$ cat config.mk
export PLATFORM = sky130hd
export DESIGN_NAME = dma_write_top
export DESIGN_NICKNAME = d
export VERILOG_FILES = /design/src/logic/dma_pkg.sv /design/src/logic/dma_axi_wr_if.sv /design/src/logic/dma_fifo_if.sv /design/src/logic/dma_data_fifo.sv /design/src/logic/dma_descriptor_queue.sv /design/src/logic/dma_write_top.sv /design/src/logic/write_dest_fsm.sv
export SDC_FILE = /design/constraint.sdc
export NUM_CORES = 1
export LEC_CHECK = 0
export BUFFER_PORTS_ARGS = -buffer_cell sky130_fd_sc_hd__buf_2
export CAP_MARGIN = 20
export CORE_MARGIN = 4
export CORE_UTILIZATION = 50
export DETAILED_ROUTE_END_ITERATION = 6
export PLACE_DENSITY_LB_ADDON = 0.15
export SYNTH_ARGS = -nofsm -noshare
export SYNTH_HDL_FRONTEND = slang
export SYNTH_SLANG_ARGS = --single-unit
$ cat constraint.sdc
create_clock -name clk -period 6.35 [get_ports clk]
set_input_delay 0.635 -clock clk [delete_from_list [all_inputs] [get_ports clk]]
set_output_delay 0.635 -clock clk [all_outputs]
set_load 0.02 [all_outputs]
$ cat src/logic/dma_pkg.sv
// DMA write path shared definitions

package dma_pkg;

   // datapath and descriptor widths.
   localparam int DATA_W      = 32;
   localparam int ADDR_W      = 32;
   localparam int LENGTH_W    = 16;
   localparam int BURST_LEN_W = 8;
   localparam int PERF_CNTR_W = 32;

   // burst geometry; one beat always moves a full data word.
   localparam int MAX_BURST_BEATS = 16;
   localparam int BEAT_BYTES      = DATA_W / 8;

   // storage depths, both powers of two.
   localparam int DESC_DEPTH = 4;
   localparam int DATA_DEPTH = 32;

   typedef logic [DATA_W-1:0]      t_data;
   typedef logic [ADDR_W-1:0]      t_addr;
   typedef logic [LENGTH_W-1:0]    t_length;
   typedef logic [BURST_LEN_W-1:0] t_burst_len;
   typedef logic [PERF_CNTR_W-1:0] t_perf_cntr;

   // write response codes as carried on bresp.
   typedef enum logic [1:0] {
      OKAY   = 2'b00,
      EXOKAY = 2'b01,
      SLVERR = 2'b10,
      DECERR = 2'b11
   } t_resp;

   typedef enum logic [2:0] {
      IDLE       = 3'd0,
      ADDR_SETUP = 3'd1,
      WAIT_DATA  = 3'd2,
      WRITE_DATA = 3'd3,
      WAIT_RSP   = 3'd4,
      ERROR      = 3'd5
   } t_wr_state;

endpackage

$ cat src/logic/dma_axi_wr_if.sv
// AXI write channels

`timescale 1ns/1ps

interface dma_axi_wr_if;
   import dma_pkg::*;

   logic       awvalid;
   logic       awready;
   t_addr      awaddr;
   t_burst_len awlen;

   logic       wvalid;
   logic       wready;
   t_data      wdata;
   logic       wlast;

   logic       bvalid;
   logic       bready;
   t_resp      bresp;

   modport to_sink (
      output awvalid, awaddr, awlen, wvalid, wdata, wlast, bready,
      input  awready, wready, bvalid, bresp
   );

   // the memory side of the same channels, as seen from the top level pins.
   modport to_port (
      input  awvalid, awaddr, awlen, wvalid, wdata, wlast, bready,
      output awready, wready, bvalid, bresp
   );

endinterface

$ cat src/logic/dma_fifo_if.sv
// Data FIFO read interface

`timescale 1ns/1ps

interface dma_fifo_if;
   import dma_pkg::*;

   logic  not_empty;
   t_data rd_data;
   logic  rd_en;
   logic  flush;

   modport fifo_side (
      output not_empty,
      output rd_data,
      input  rd_en,
      input  flush
   );

   modport rd_out (
      input  not_empty,
      input  rd_data,
      output rd_en,
      output flush
   );

endinterface

$ cat src/logic/dma_data_fifo.sv
// Payload data FIFO

`timescale 1ns/1ps

module dma_data_fifo (
   input  logic           clk,
   input  logic           reset_n,
   input  logic           wr_en,
   input  dma_pkg::t_data wr_data,
   output logic           full,
   dma_fifo_if.fifo_side  fifo
);
   import dma_pkg::*;

   t_data                         mem [DATA_DEPTH];
   logic [$clog2(DATA_DEPTH)-1:0] wr_ptr;
   logic [$clog2(DATA_DEPTH)-1:0] rd_ptr;
   logic [$clog2(DATA_DEPTH):0]   count;
   logic                          do_wr;
   logic                          do_rd;

   // the depth is a power of two, so the top count bit alone means full.
   assign full           = count[$clog2(DATA_DEPTH)];
   assign fifo.not_empty = (count != '0);
   assign fifo.rd_data   = mem[rd_ptr];

   assign do_wr = wr_en & ~full;
   assign do_rd = fifo.rd_en;

   always_ff @(posedge clk) begin
      if (!reset_n || fifo.flush) begin
         wr_ptr <= '0;
         rd_ptr <= '0;
         count  <= '0;
      end else begin
         if (do_wr) begin
            wr_ptr <= wr_ptr + 1'b1;
         end
         if (do_rd) begin
            rd_ptr <= rd_ptr + 1'b1;
         end
         if (do_wr && !do_rd) begin
            count <= count + 1'b1;
         end else if (do_rd && !do_wr) begin
            count <= count - 1'b1;
         end
      end
   end

   always_ff @(posedge clk) begin
      if (do_wr) begin
         mem[wr_ptr] <= wr_data;
      end
   end

   // the reader may only pop a word that is really there.
   a_no_read_when_empty : assert property (
      @(posedge clk) disable iff (!reset_n)
      fifo.rd_en |-> fifo.not_empty
   );

endmodule

$ cat src/logic/dma_descriptor_queue.sv
// Descriptor queue

`timescale 1ns/1ps

module dma_descriptor_queue (
   input  logic             clk,
   input  logic             reset_n,
   input  logic             push,
   input  dma_pkg::t_addr   dest_addr,
   input  dma_pkg::t_length length,
   output logic             full,
   output logic             not_empty,
   output dma_pkg::t_addr   head_dest_addr,
   output dma_pkg::t_length head_length,
   input  logic             pop
);
   import dma_pkg::*;

   t_addr                         addr_mem [DESC_DEPTH];
   t_length                       len_mem  [DESC_DEPTH];
   logic [$clog2(DESC_DEPTH)-1:0] wr_ptr;
   logic [$clog2(DESC_DEPTH)-1:0] rd_ptr;
   logic [$clog2(DESC_DEPTH):0]   count;
   logic                          do_push;

   assign full           = count[$clog2(DESC_DEPTH)];
   assign not_empty      = (count != '0);
   assign head_dest_addr = addr_mem[rd_ptr];
   assign head_length    = len_mem[rd_ptr];

   // a push into a full queue is dropped.
   assign do_push = push & ~full;

   always_ff @(posedge clk) begin
      if (!reset_n) begin
         wr_ptr <= '0;
         rd_ptr <= '0;
         count  <= '0;
      end else begin
         if (do_push) begin
            wr_ptr <= wr_ptr + 1'b1;
         end
         if (pop) begin
            rd_ptr <= rd_ptr + 1'b1;
         end
         if (do_push && !pop) begin
            count <= count + 1'b1;
         end else if (pop && !do_push) begin
            count <= count - 1'b1;
         end
      end
   end

   always_ff @(posedge clk) begin
      if (do_push) begin
         addr_mem[wr_ptr] <= dest_addr;
         len_mem[wr_ptr]  <= length;
      end
   end

   a_no_pop_when_empty : assert property (
      @(posedge clk) disable iff (!reset_n)
      pop |-> not_empty
   );

endmodule

$ cat src/logic/dma_write_top.sv
// DMA write path top level

`timescale 1ns/1ps

module dma_write_top (
   input  logic                clk,
   input  logic                reset_n,
   input  logic                desc_push,
   input  dma_pkg::t_addr      desc_dest_addr,
   input  dma_pkg::t_length    desc_length,
   output logic                desc_full,
   input  logic                data_wr_en,
   input  dma_pkg::t_data      data_wr_data,
   output logic                data_full,
   output logic                awvalid,
   input  logic                awready,
   output dma_pkg::t_addr      awaddr,
   output dma_pkg::t_burst_len awlen,
   output logic                wvalid,
   input  logic                wready,
   output dma_pkg::t_data      wdata,
   output logic                wlast,
   input  logic                bvalid,
   output logic                bready,
   input  dma_pkg::t_resp      bresp,
   input  logic                reset_dispatcher,
   output logic                wr_done,
   output logic                busy,
   output logic                stopped_on_error,
   output dma_pkg::t_perf_cntr wr_clk_cnt,
   output dma_pkg::t_perf_cntr wr_valid_cnt
);
   import dma_pkg::*;

   logic    desc_not_empty;
   logic    desc_pop;
   t_addr   head_dest_addr;
   t_length head_length;

   dma_fifo_if   data_if ();
   dma_axi_wr_if axi_if ();

   dma_descriptor_queue i_desc_queue (
      .clk            (clk),
      .reset_n        (reset_n),
      .push           (desc_push),
      .dest_addr      (desc_dest_addr),
      .length         (desc_length),
      .full           (desc_full),
      .not_empty      (desc_not_empty),
      .head_dest_addr (head_dest_addr),
      .head_length    (head_length),
      .pop            (desc_pop)
   );

   dma_data_fifo i_data_fifo (
      .clk     (clk),
      .reset_n (reset_n),
      .wr_en   (data_wr_en),
      .wr_data (data_wr_data),
      .full    (data_full),
      .fifo    (data_if.fifo_side)
   );

   write_dest_fsm i_wr_fsm (
      .clk              (clk),
      .reset_n          (reset_n),
      .desc_not_empty   (desc_not_empty),
      .head_dest_addr   (head_dest_addr),
      .head_length      (head_length),
      .desc_pop         (desc_pop),
      .rd_fifo          (data_if.rd_out),
      .dest_mem         (axi_if.to_sink),
      .reset_dispatcher (reset_dispatcher),
      .wr_done          (wr_done),
      .busy             (busy),
      .stopped_on_error (stopped_on_error),
      .wr_clk_cnt       (wr_clk_cnt),
      .wr_valid_cnt     (wr_valid_cnt)
   );

   // memory side of the write channels mapped onto the pins.
   assign awvalid       = axi_if.awvalid;
   assign awaddr        = axi_if.awaddr;
   assign awlen         = axi_if.awlen;
   assign axi_if.awready = awready;
   assign wvalid        = axi_if.wvalid;
   assign wdata         = axi_if.wdata;
   assign wlast         = axi_if.wlast;
   assign axi_if.wready = wready;
   assign axi_if.bvalid = bvalid;
   assign axi_if.bresp  = bresp;
   assign bready        = axi_if.bready;

endmodule

$ cat src/logic/write_dest_fsm.sv
// Write destination engine
// Splits descriptors into AXI write bursts fed from the data FIFO.

`timescale 1ns/1ps

module write_dest_fsm (
   input  logic                clk,
   input  logic                reset_n,
   input  logic                desc_not_empty,
   input  dma_pkg::t_addr      head_dest_addr,
   input  dma_pkg::t_length    head_length,
   output logic                desc_pop,
   dma_fifo_if.rd_out          rd_fifo,
   dma_axi_wr_if.to_sink       dest_mem,
   input  logic                reset_dispatcher,
   output logic                wr_done,
   output logic                busy,
   output logic                stopped_on_error,
   output dma_pkg::t_perf_cntr wr_clk_cnt,
   output dma_pkg::t_perf_cntr wr_valid_cnt
);
   import dma_pkg::*;

   t_wr_state  state;
   t_wr_state  next_state;

   t_addr      cur_addr;
   t_length    remaining;
   t_burst_len beat_cnt;

   t_addr      src_addr;
   t_length    src_len;
   t_length    burst_beats;

   logic       aw_hs;
   logic       w_hs;
   logic       b_hs;
   logic       rsp_err;
   logic       load_desc;
   logic       next_burst;
   logic       last_rsp_ok;

   assign aw_hs   = dest_mem.awvalid & dest_mem.awready;
   assign w_hs    = dest_mem.wvalid & dest_mem.wready;
   assign b_hs    = dest_mem.bvalid & dest_mem.bready;
   assign rsp_err = (dest_mem.bresp == SLVERR) || (dest_mem.bresp == DECERR);

   assign load_desc   = (state == IDLE) && desc_not_empty;
   assign next_burst  = load_desc || (b_hs && !rsp_err && (remaining != '0));
   assign last_rsp_ok = b_hs && !rsp_err && (remaining == '0);

   // the first burst comes from the queue head, later ones from the running state.
   assign src_addr    = (state == IDLE) ? head_dest_addr : cur_addr;
   assign src_len     = (state == IDLE) ? head_length : remaining;
   assign burst_beats = (src_len > t_length'(MAX_BURST_BEATS)) ?
                        t_length'(MAX_BURST_BEATS) : src_len;

   always_comb begin
      next_state = state;
      unique case (state)
         IDLE: begin
            if (desc_not_empty) next_state = ADDR_SETUP;
         end
         ADDR_SETUP: begin
            if (aw_hs) next_state = WAIT_DATA;
         end
         WAIT_DATA: begin
            if (rd_fifo.not_empty) next_state = WRITE_DATA;
         end
         WRITE_DATA: begin
            if (w_hs && dest_mem.wlast) next_state = WAIT_RSP;
         end
         WAIT_RSP: begin
            if (b_hs) begin
               if (rsp_err) begin
                  next_state = ERROR;
               end else if (remaining != '0) begin
                  next_state = ADDR_SETUP;
               end else begin
                  next_state = IDLE;
               end
            end
         end
         ERROR: begin
            if (reset_dispatcher) next_state = IDLE;
         end
         default: next_state = IDLE;
      endcase
   end

   always_ff @(posedge clk) begin
      if (!reset_n) begin
         state            <= IDLE;
         dest_mem.awvalid <= 1'b0;
         dest_mem.awlen   <= '0;
         remaining        <= '0;
         beat_cnt         <= '0;
         wr_clk_cnt       <= '0;
         wr_valid_cnt     <= '0;
      end else begin
         state <= next_state;

         if (next_burst) begin
            dest_mem.awvalid <= 1'b1;
            dest_mem.awlen   <= t_burst_len'(burst_beats - 1'b1);
            remaining        <= src_len - burst_beats;
            beat_cnt         <= '0;
         end else if (aw_hs) begin
            dest_mem.awvalid <= 1'b0;
         end

         // the count stops on the last beat so it can be checked against awlen.
         if (w_hs && !dest_mem.wlast) begin
            beat_cnt <= beat_cnt + 1'b1;
         end

         if (load_desc) begin
            wr_clk_cnt   <= '0;
            wr_valid_cnt <= '0;
         end else begin
            if (state == WRITE_DATA) begin
               wr_clk_cnt <= wr_clk_cnt + 1'b1;
            end
            if (w_hs) begin
               wr_valid_cnt <= wr_valid_cnt + 1'b1;
            end
         end
      end
   end

   always_ff @(posedge clk) begin
      if (next_burst) begin
         dest_mem.awaddr <= src_addr;
         cur_addr        <= src_addr + t_addr'(MAX_BURST_BEATS * BEAT_BYTES);
      end
   end

   assign dest_mem.wvalid = (state == WRITE_DATA) && rd_fifo.not_empty;
   assign dest_mem.wdata  = rd_fifo.rd_data;
   assign dest_mem.wlast  = dest_mem.wvalid && (beat_cnt == dest_mem.awlen);
   assign dest_mem.bready = (state == WAIT_RSP);
   assign rd_fifo.rd_en   = w_hs;

   // leaving the error state drops the failed descriptor and its leftover data.
   assign rd_fifo.flush    = (state == ERROR) && reset_dispatcher;
   assign desc_pop         = last_rsp_ok || rd_fifo.flush;
   assign wr_done          = last_rsp_ok;
   assign busy             = (state != IDLE);
   assign stopped_on_error = (state == ERROR);

   a_aw_hold : assert property (
      @(posedge clk) disable iff (!reset_n)
      dest_mem.awvalid && !dest_mem.awready |=>
         dest_mem.awvalid && $stable(dest_mem.awaddr) && $stable(dest_mem.awlen)
   );

   // a stalled beat keeps its word and its last marker until accepted.
   a_w_hold : assert property (
      @(posedge clk) disable iff (!reset_n)
      dest_mem.wvalid && !dest_mem.wready |=>
         dest_mem.wvalid && $stable(dest_mem.wdata) && $stable(dest_mem.wlast)
   );

   a_beat_cnt_in_burst : assert property (
      @(posedge clk) disable iff (!reset_n)
      beat_cnt <= dest_mem.awlen
   );

endmodule
# Word level (Yosys, flattened, before mapping)
# Memory sizes are Yosys's and may differ from the RTL's. A register that Yosys moved wholly into a read port is not among the register bits.
# Index checks and enable logic that the tools add are counted.
[word_totals]
mem_count = 3
elab_cells = 121
mem_bits_rw = 1216
out_inout_bits = 145
input_bits = 90
register_bits = 187
[memory_table]
columns = ["name", "depth", "word_bits", "rd", "rd_clocked_by_memory_dff", "write_ports", "line", "text"]
rows = [
  ["i_data_fifo.mem", 32, 32, 1, 1, 1, "dma_data_fifo.sv:15", "t_data mem [DATA_DEPTH];"],
  ["i_desc_queue.addr_mem", 4, 32, 1, 1, 1, "dma_descriptor_queue.sv:19", "t_addr addr_mem [DESC_DEPTH];"],
  ["i_desc_queue.len_mem", 4, 16, 1, 1, 1, "dma_descriptor_queue.sv:20", "t_length len_mem [DESC_DEPTH];"],
]
[op_classes]
n_eq_ne = 14
reduce_logical = 36
bitwise = 8
mux = 30
magnitude_cmp = 1
n_addsub = 14
[ops]
columns = ["operator", "count"]
rows = [
  ["$add A32 B1 Y32 const B", 2],
  ["$add A32 B7 Y32 const B", 1],
  ["$mux W16", 2],
  ["$mux W32", 1],
  ["$mux W3", 9],
  ["$pmux W3 S6", 1],
  ["$gt A16 B5 Y1 const B", 1],
  ["$logic_not A16 Y1", 1],
  ["$mux W8", 2],
  ["$reduce_bool A16 Y1", 1],
  ["$sub A16 B16 Y16", 1],
  ["$logic_and A1 B1 Y1", 13],
  ["$mux W6", 2],
  ["$add A5 B1 Y5 const B", 2],
  ["$mux W5", 2],
  ["$add A8 B1 Y8 const B", 1],
  ["$eq A8 B8 Y1", 1],
  ["$mux W2", 4],
  ["$ne A2 B1 Y1 const B", 4],
  ["$reduce_bool A2 Y1", 4],
  ["$sub A8 B1 Y8 const B", 1],
  ["$logic_not A1 Y1", 7],
  ["$mux W1", 7],
  ["$add A6 B1 Y6 const B", 1],
  ["other kinds (17)", 32],
]

# Depth between registers and ports, before layout
[logic_depth]
ltp_word = 9
ltp_mapped = 16
mapped_depth_nobuf = 14

# Hierarchy
# A second synthesis with hierarchy kept.
[unflattened]
hier_cells = 3272
hier_area_um2 = 56042.5
[by_module_without_submodules]
columns = ["mod", "area_each_um2", "seq_area_each_um2", "instances", "cells_per_inst"]
rows = [
  ["dma_data_fifo", 40287.4, 31169.9, 1, 2037],
  ["write_dest_fsm", 8386.8, 3743.6, 1, 941],
  ["dma_descriptor_queue", 7368.3, 5945.7, 1, 294],
]

# Worst setup path after synthesis
# No wires, ideal clock.
[synth_path]
path_kind = "input to register"
from = "in data_wr_en"
to = "mem i_data_fifo.mem[23][0] (netlist bit) (enable)"
setup_ps = 468
path_buffers = 1
required_ps = 5882
arrival_time_ps = 3654
setup_slack_ps = 2228
cell_stages = 4
path_cell_list = "nor2b_1 buf_1 nand3_1 nor3b_1"
[synth_between]
elab_chain_cells = 3
[synth_rtl]
columns = ["element", "line", "text"]
rows = [
  ["start: declaration", "dma_write_top.sv:12", "input logic data_wr_en,"],
  ["$and A1 B1 Y1", "dma_data_fifo.sv:27", "assign do_wr = wr_en & ~full;"],
  ["via i_data_fifo.do_wr", "dma_data_fifo.sv:19", "logic do_wr;"],
  ["$mux W1", "dma_data_fifo.sv:51", "if (do_wr) begin"],
  ["$mux W1 (not written as such)", "dma_data_fifo.sv:52", "mem[wr_ptr] <= wr_data;"],
  ["end: declaration", "dma_data_fifo.sv:15", ""],
]
# The timed path passes the listed nets, and every way through them passes these cells.

# Final worst setup path
[layout_path]
from = "reg i_data_fifo.count[0]"
to = "reg i_data_fifo.count[5]"
[layout_between]
elab_chain_cells = 6
elab_cells_between_ends = 11
cone_classes = "add/sub (2); mux (2); bitwise (1); reduce/logical (6)"
[layout_rtl]
columns = ["element", "line", "text"]
rows = [
  ["start: declaration", "dma_data_fifo.sv:18", "logic [$clog2(DATA_DEPTH):0] count;"],
  ["start signal: assignment", "dma_data_fifo.sv:43", "count <= count + 1'b1;"],
  ["start signal: assignment", "dma_data_fifo.sv:45", "count <= count - 1'b1;"],
  ["parallel branches: the longest is 6 deep, another holds $sub A6 B1 Y6", "-", ""],
]
# Parallel ways; which one is timed is not known. The select of a mux whose other input is x is not followed.
# A chain may end at the register's enable or synchronous reset.

==> out/metrics.csv <==
metric;value;unit
outcome;completed;
Crit Path Class;reg -> reg;
Lkg Pwr;20.0;nW
Tcrit/Tclk final;69.2;%
layout cells sized above 1;30.4;%
Syn Std Cell Area;54900;um2
post-synthesis cell count;2745;
final WL;126000;um
Worst slew margin;22.6;%
CTS tree;built;
Clock Tree Buf Depth;3;
Avg Inst Size Synth;20.0;um2
Syn Nets;2858;
Layout Nets;3174;
Data required, critical path;7.00;ns
worst min-delay path class;in -> reg;
post-CTS setup buffers;0;
Hold Crit Start;desc_dest_addr[4];
placer congestion estimate;0.873;
Reg2Reg Setup Slack;1.95;ns
Vias/cell;6.02;
Unique masters post-synth;76;
Final WS setup;1.95;ns
first-pass GRT wire length;189000;um
Fill cells;7932;
most common cell after layout, fill and taps aside;edfxtp_1;
# setup viols final;0;
cells on worst reg2reg path;14;
cell row count;121;
Worst EP arrival;5.04;ns
HPWL Detailed;71100;um
DR WL/cell;27.5;um
setup TNS;0;ns
GRT Overall Usage;22.2;%
Register Area;40900;um2
IO Pins;235;
drt drc;0;
H-tree level count;4;
Placeable Area;109000;um2
final hold vios;0;
TritonCTS Buffers;147;
most frequent cells in the layout;edfxtp_1 (1,274), mux4_2 (368), buf_2 (233), clkbuf_16 (151), nor2_1 (132);
clk slew on worst S/H paths;0.06;ns
# hold bufs at CTS;0;
dpl ws;1.98;ns
largest net degree at the start of global routing;97;
worst hold endpoint;i_desc_queue.addr_mem[3][4];
vias in the first global route;28838;
via count;27659;
crit path max fanout;9;
initial antenna violation count;18;
Crit. End Element;register;
most frequent CP cell;a21oi_1;
initial core utilization;50.4;%
final slew viol count;0;
cts repair resizes;0;
Slowest-stage cell, CP;nor4_1;
Max-Cap Viols;0;
Tmin final;4.40;ns
RR Startpoint;i_data_fifo.count[0];
r2r endpoint;i_data_fifo.count[5];
Die Footprint;115000;um2
GRT overflow;0;
async set-or-reset flop fraction in the synthesized netlist;0;%
Seq/Total Area, Yosys;74.5;%
post-synthesis register bit count;1404;
Yosys Warn Count;0;
clk_skew;0.0214;ns
Die H;339;um
RSZ-0062 raised after global routing;false;
Yosys top cell by area;edfxtp_1;
die width;339;um
start point of the critical path;i_data_fifo.count[0];
synth top area cells;edfxtp_1 (70%), mux4_2 (15%), dfxtp_1 (4.7%), nor2_1 (1.1%), xor2_1 (1.0%);
largest stage delay on the critical path;0.90;ns
ANT nets after route;0;
CP Launch Type;register;
crit path cell chain;nor4_1 -> a21oi_1 -> and2_1 -> inv_1 -> ha_1 -> inv_1 -> ha_1 -> a21o_1 -> a21oi_1 -> o21bai_1 -> a21oi_1 -> xnor2_1 -> or3_1 -> a21oi_1;
Root Buffer;clkbuf_16;
Multi-input gate area;13500;um2
Skew-Pair Late Insertion Delay;0.74;ns
pwr/cell area;347;nW/um2
main flop type after synthesis;edfxtp_1;
Worst Tran Pin Value;1.16;ns
Post-synth EDFFs;1274;
Hold WS;0.113;ns
Clock Sinks;1404;
P&R area growth vs syn;14.5;%
Max Clock Freq;0.227;GHz
post-synth top area share;69.7;%
first-pass detailed-route iteration total;6;
Port Buffers;233;
hold depth;1;
peak supply drop;0.285;mV
DRT iter0 DRCs;2645;
==> per-layer routing <==
| layer | global-route usage (%) | part of all wire, % |
|---|---|---|
| met1 | 30.4 | 40 |
| met2 | 35.9 | 49 |
| met3 | 5.41 | 7.8 |
| met4 | 6.50 | 2.5 |
| met5 | 0 | 0.10 |
==> layout make-up <==
cell class / instances / share of cell area [%]
flip-flops and latches: 1404 / 65.1
inverters: 33 / 0.197
repair buffers: 302 / 2.96
clock buffers: 182 / 6.25
multi-input cells: 1173 / 21.5
well taps: 1414 / 2.82
diodes: 7 / 0.0279
clock inverters: 78 / 1.10
==> state kept, by name (all words and copies together) (netlist names), named ones only <==
signal,flops
i_wr_fsm.wr_clk_cnt,32
i_wr_fsm.wr_valid_cnt,32
i_desc_queue.len_mem,64
i_wr_fsm.dest_mem.awlen,8
i_desc_queue.wr_ptr,2
i_wr_fsm.dest_mem.awvalid,1
i_data_fifo.wr_ptr,5
i_desc_queue.addr_mem,128
i_desc_queue.rd_ptr,2
i_data_fifo.count,6
i_desc_queue.count,3
i_data_fifo.mem,1024
i_wr_fsm.beat_cnt,8
i_wr_fsm.state,3
i_data_fifo.rd_ptr,5
i_wr_fsm.cur_addr,32
i_wr_fsm.remaining,16
i_wr_fsm.dest_mem.awaddr,26
==> how the worst max path moves through the flow <==
stage	depth (start not counted)	slack, ns	endpoint
6_report	14	1.95	i_data_fifo.count[5]
5_1_grt	14	1.66	i_data_fifo.count[5]
4_1_cts	5	1.96	wdata[7]
3_5_place_dp	14	1.98	i_data_fifo.count[5]
3_3_place_gp	14	2.02	i_data_fifo.count[5]
2_1_floorplan	4	2.23	i_data_fifo.mem[23][0]
==> cell families (layout without fill, tap and decap cells) <==
kind of cell / after synthesis / after routing / synth area share (%)
XOR/XNOR: 100 / 100 / 1.60
AO/OA/AOI/OAI: 139 / 139 / 1.55
multiplexers: 430 / 430 / 16.3
flip-flops: 1404 / 1404 / 74.5
other: 1 / 8 / 0.00684
buffers and inverters: 168 / 595 / 1.30
AND/OR/NAND/NOR: 480 / 480 / 4.17
adder cells (fa/ha/maj): 23 / 23 / 0.552
==> critical path: cells and delay by family, from the launching register on <==
| kind | cells | cell delay [ns] |
|---|---|---|
| compound gates | 6 | 1.30 |
| xor+xnor | 1 | 0.11 |
| fa+ha+maj | 2 | 0.52 |
| buf+inv | 2 | 0.39 |
| flops | 1 | 0.36 |
| simple gates | 3 | 1.64 |
==> synthesized netlist by cell type, drive strengths merged, types with 21 or more instances <==
master	instances
clkbuf	74
inv	32
nand2	130
a21oi	53
edfxtp	1274
mux2	33
ha	21
mux2i	29
nor3	21
dfxtp	130
nand3	37
buf	61
xnor2	35
o21ai	43
xor2	65
mux4	368
nor2	163
==> power breakdown <==
group / switching (mW) / internal (mW) / total [mW]
sequential: 0.244 / 10.7 / 10.9
combinational: 1.72 / 0.916 / 2.64
clock: 3.43 / 4.75 / 8.19
==> per-stage QoR <==
stage	cell area, um2	util, %	power, mW	std cells
4_1_cts	62700	57.6	22.0	4584
3_3_place_gp	58000	53.2	13.7	4316
3_5_place_dp	58100	53.4	13.8	4324
6_report	62800	57.7	21.8	4593
5_1_grt	62800	57.7	22.7	4589
2_1_floorplan	54900	-	12.8	2745
(Power assumes the default switching activity.)
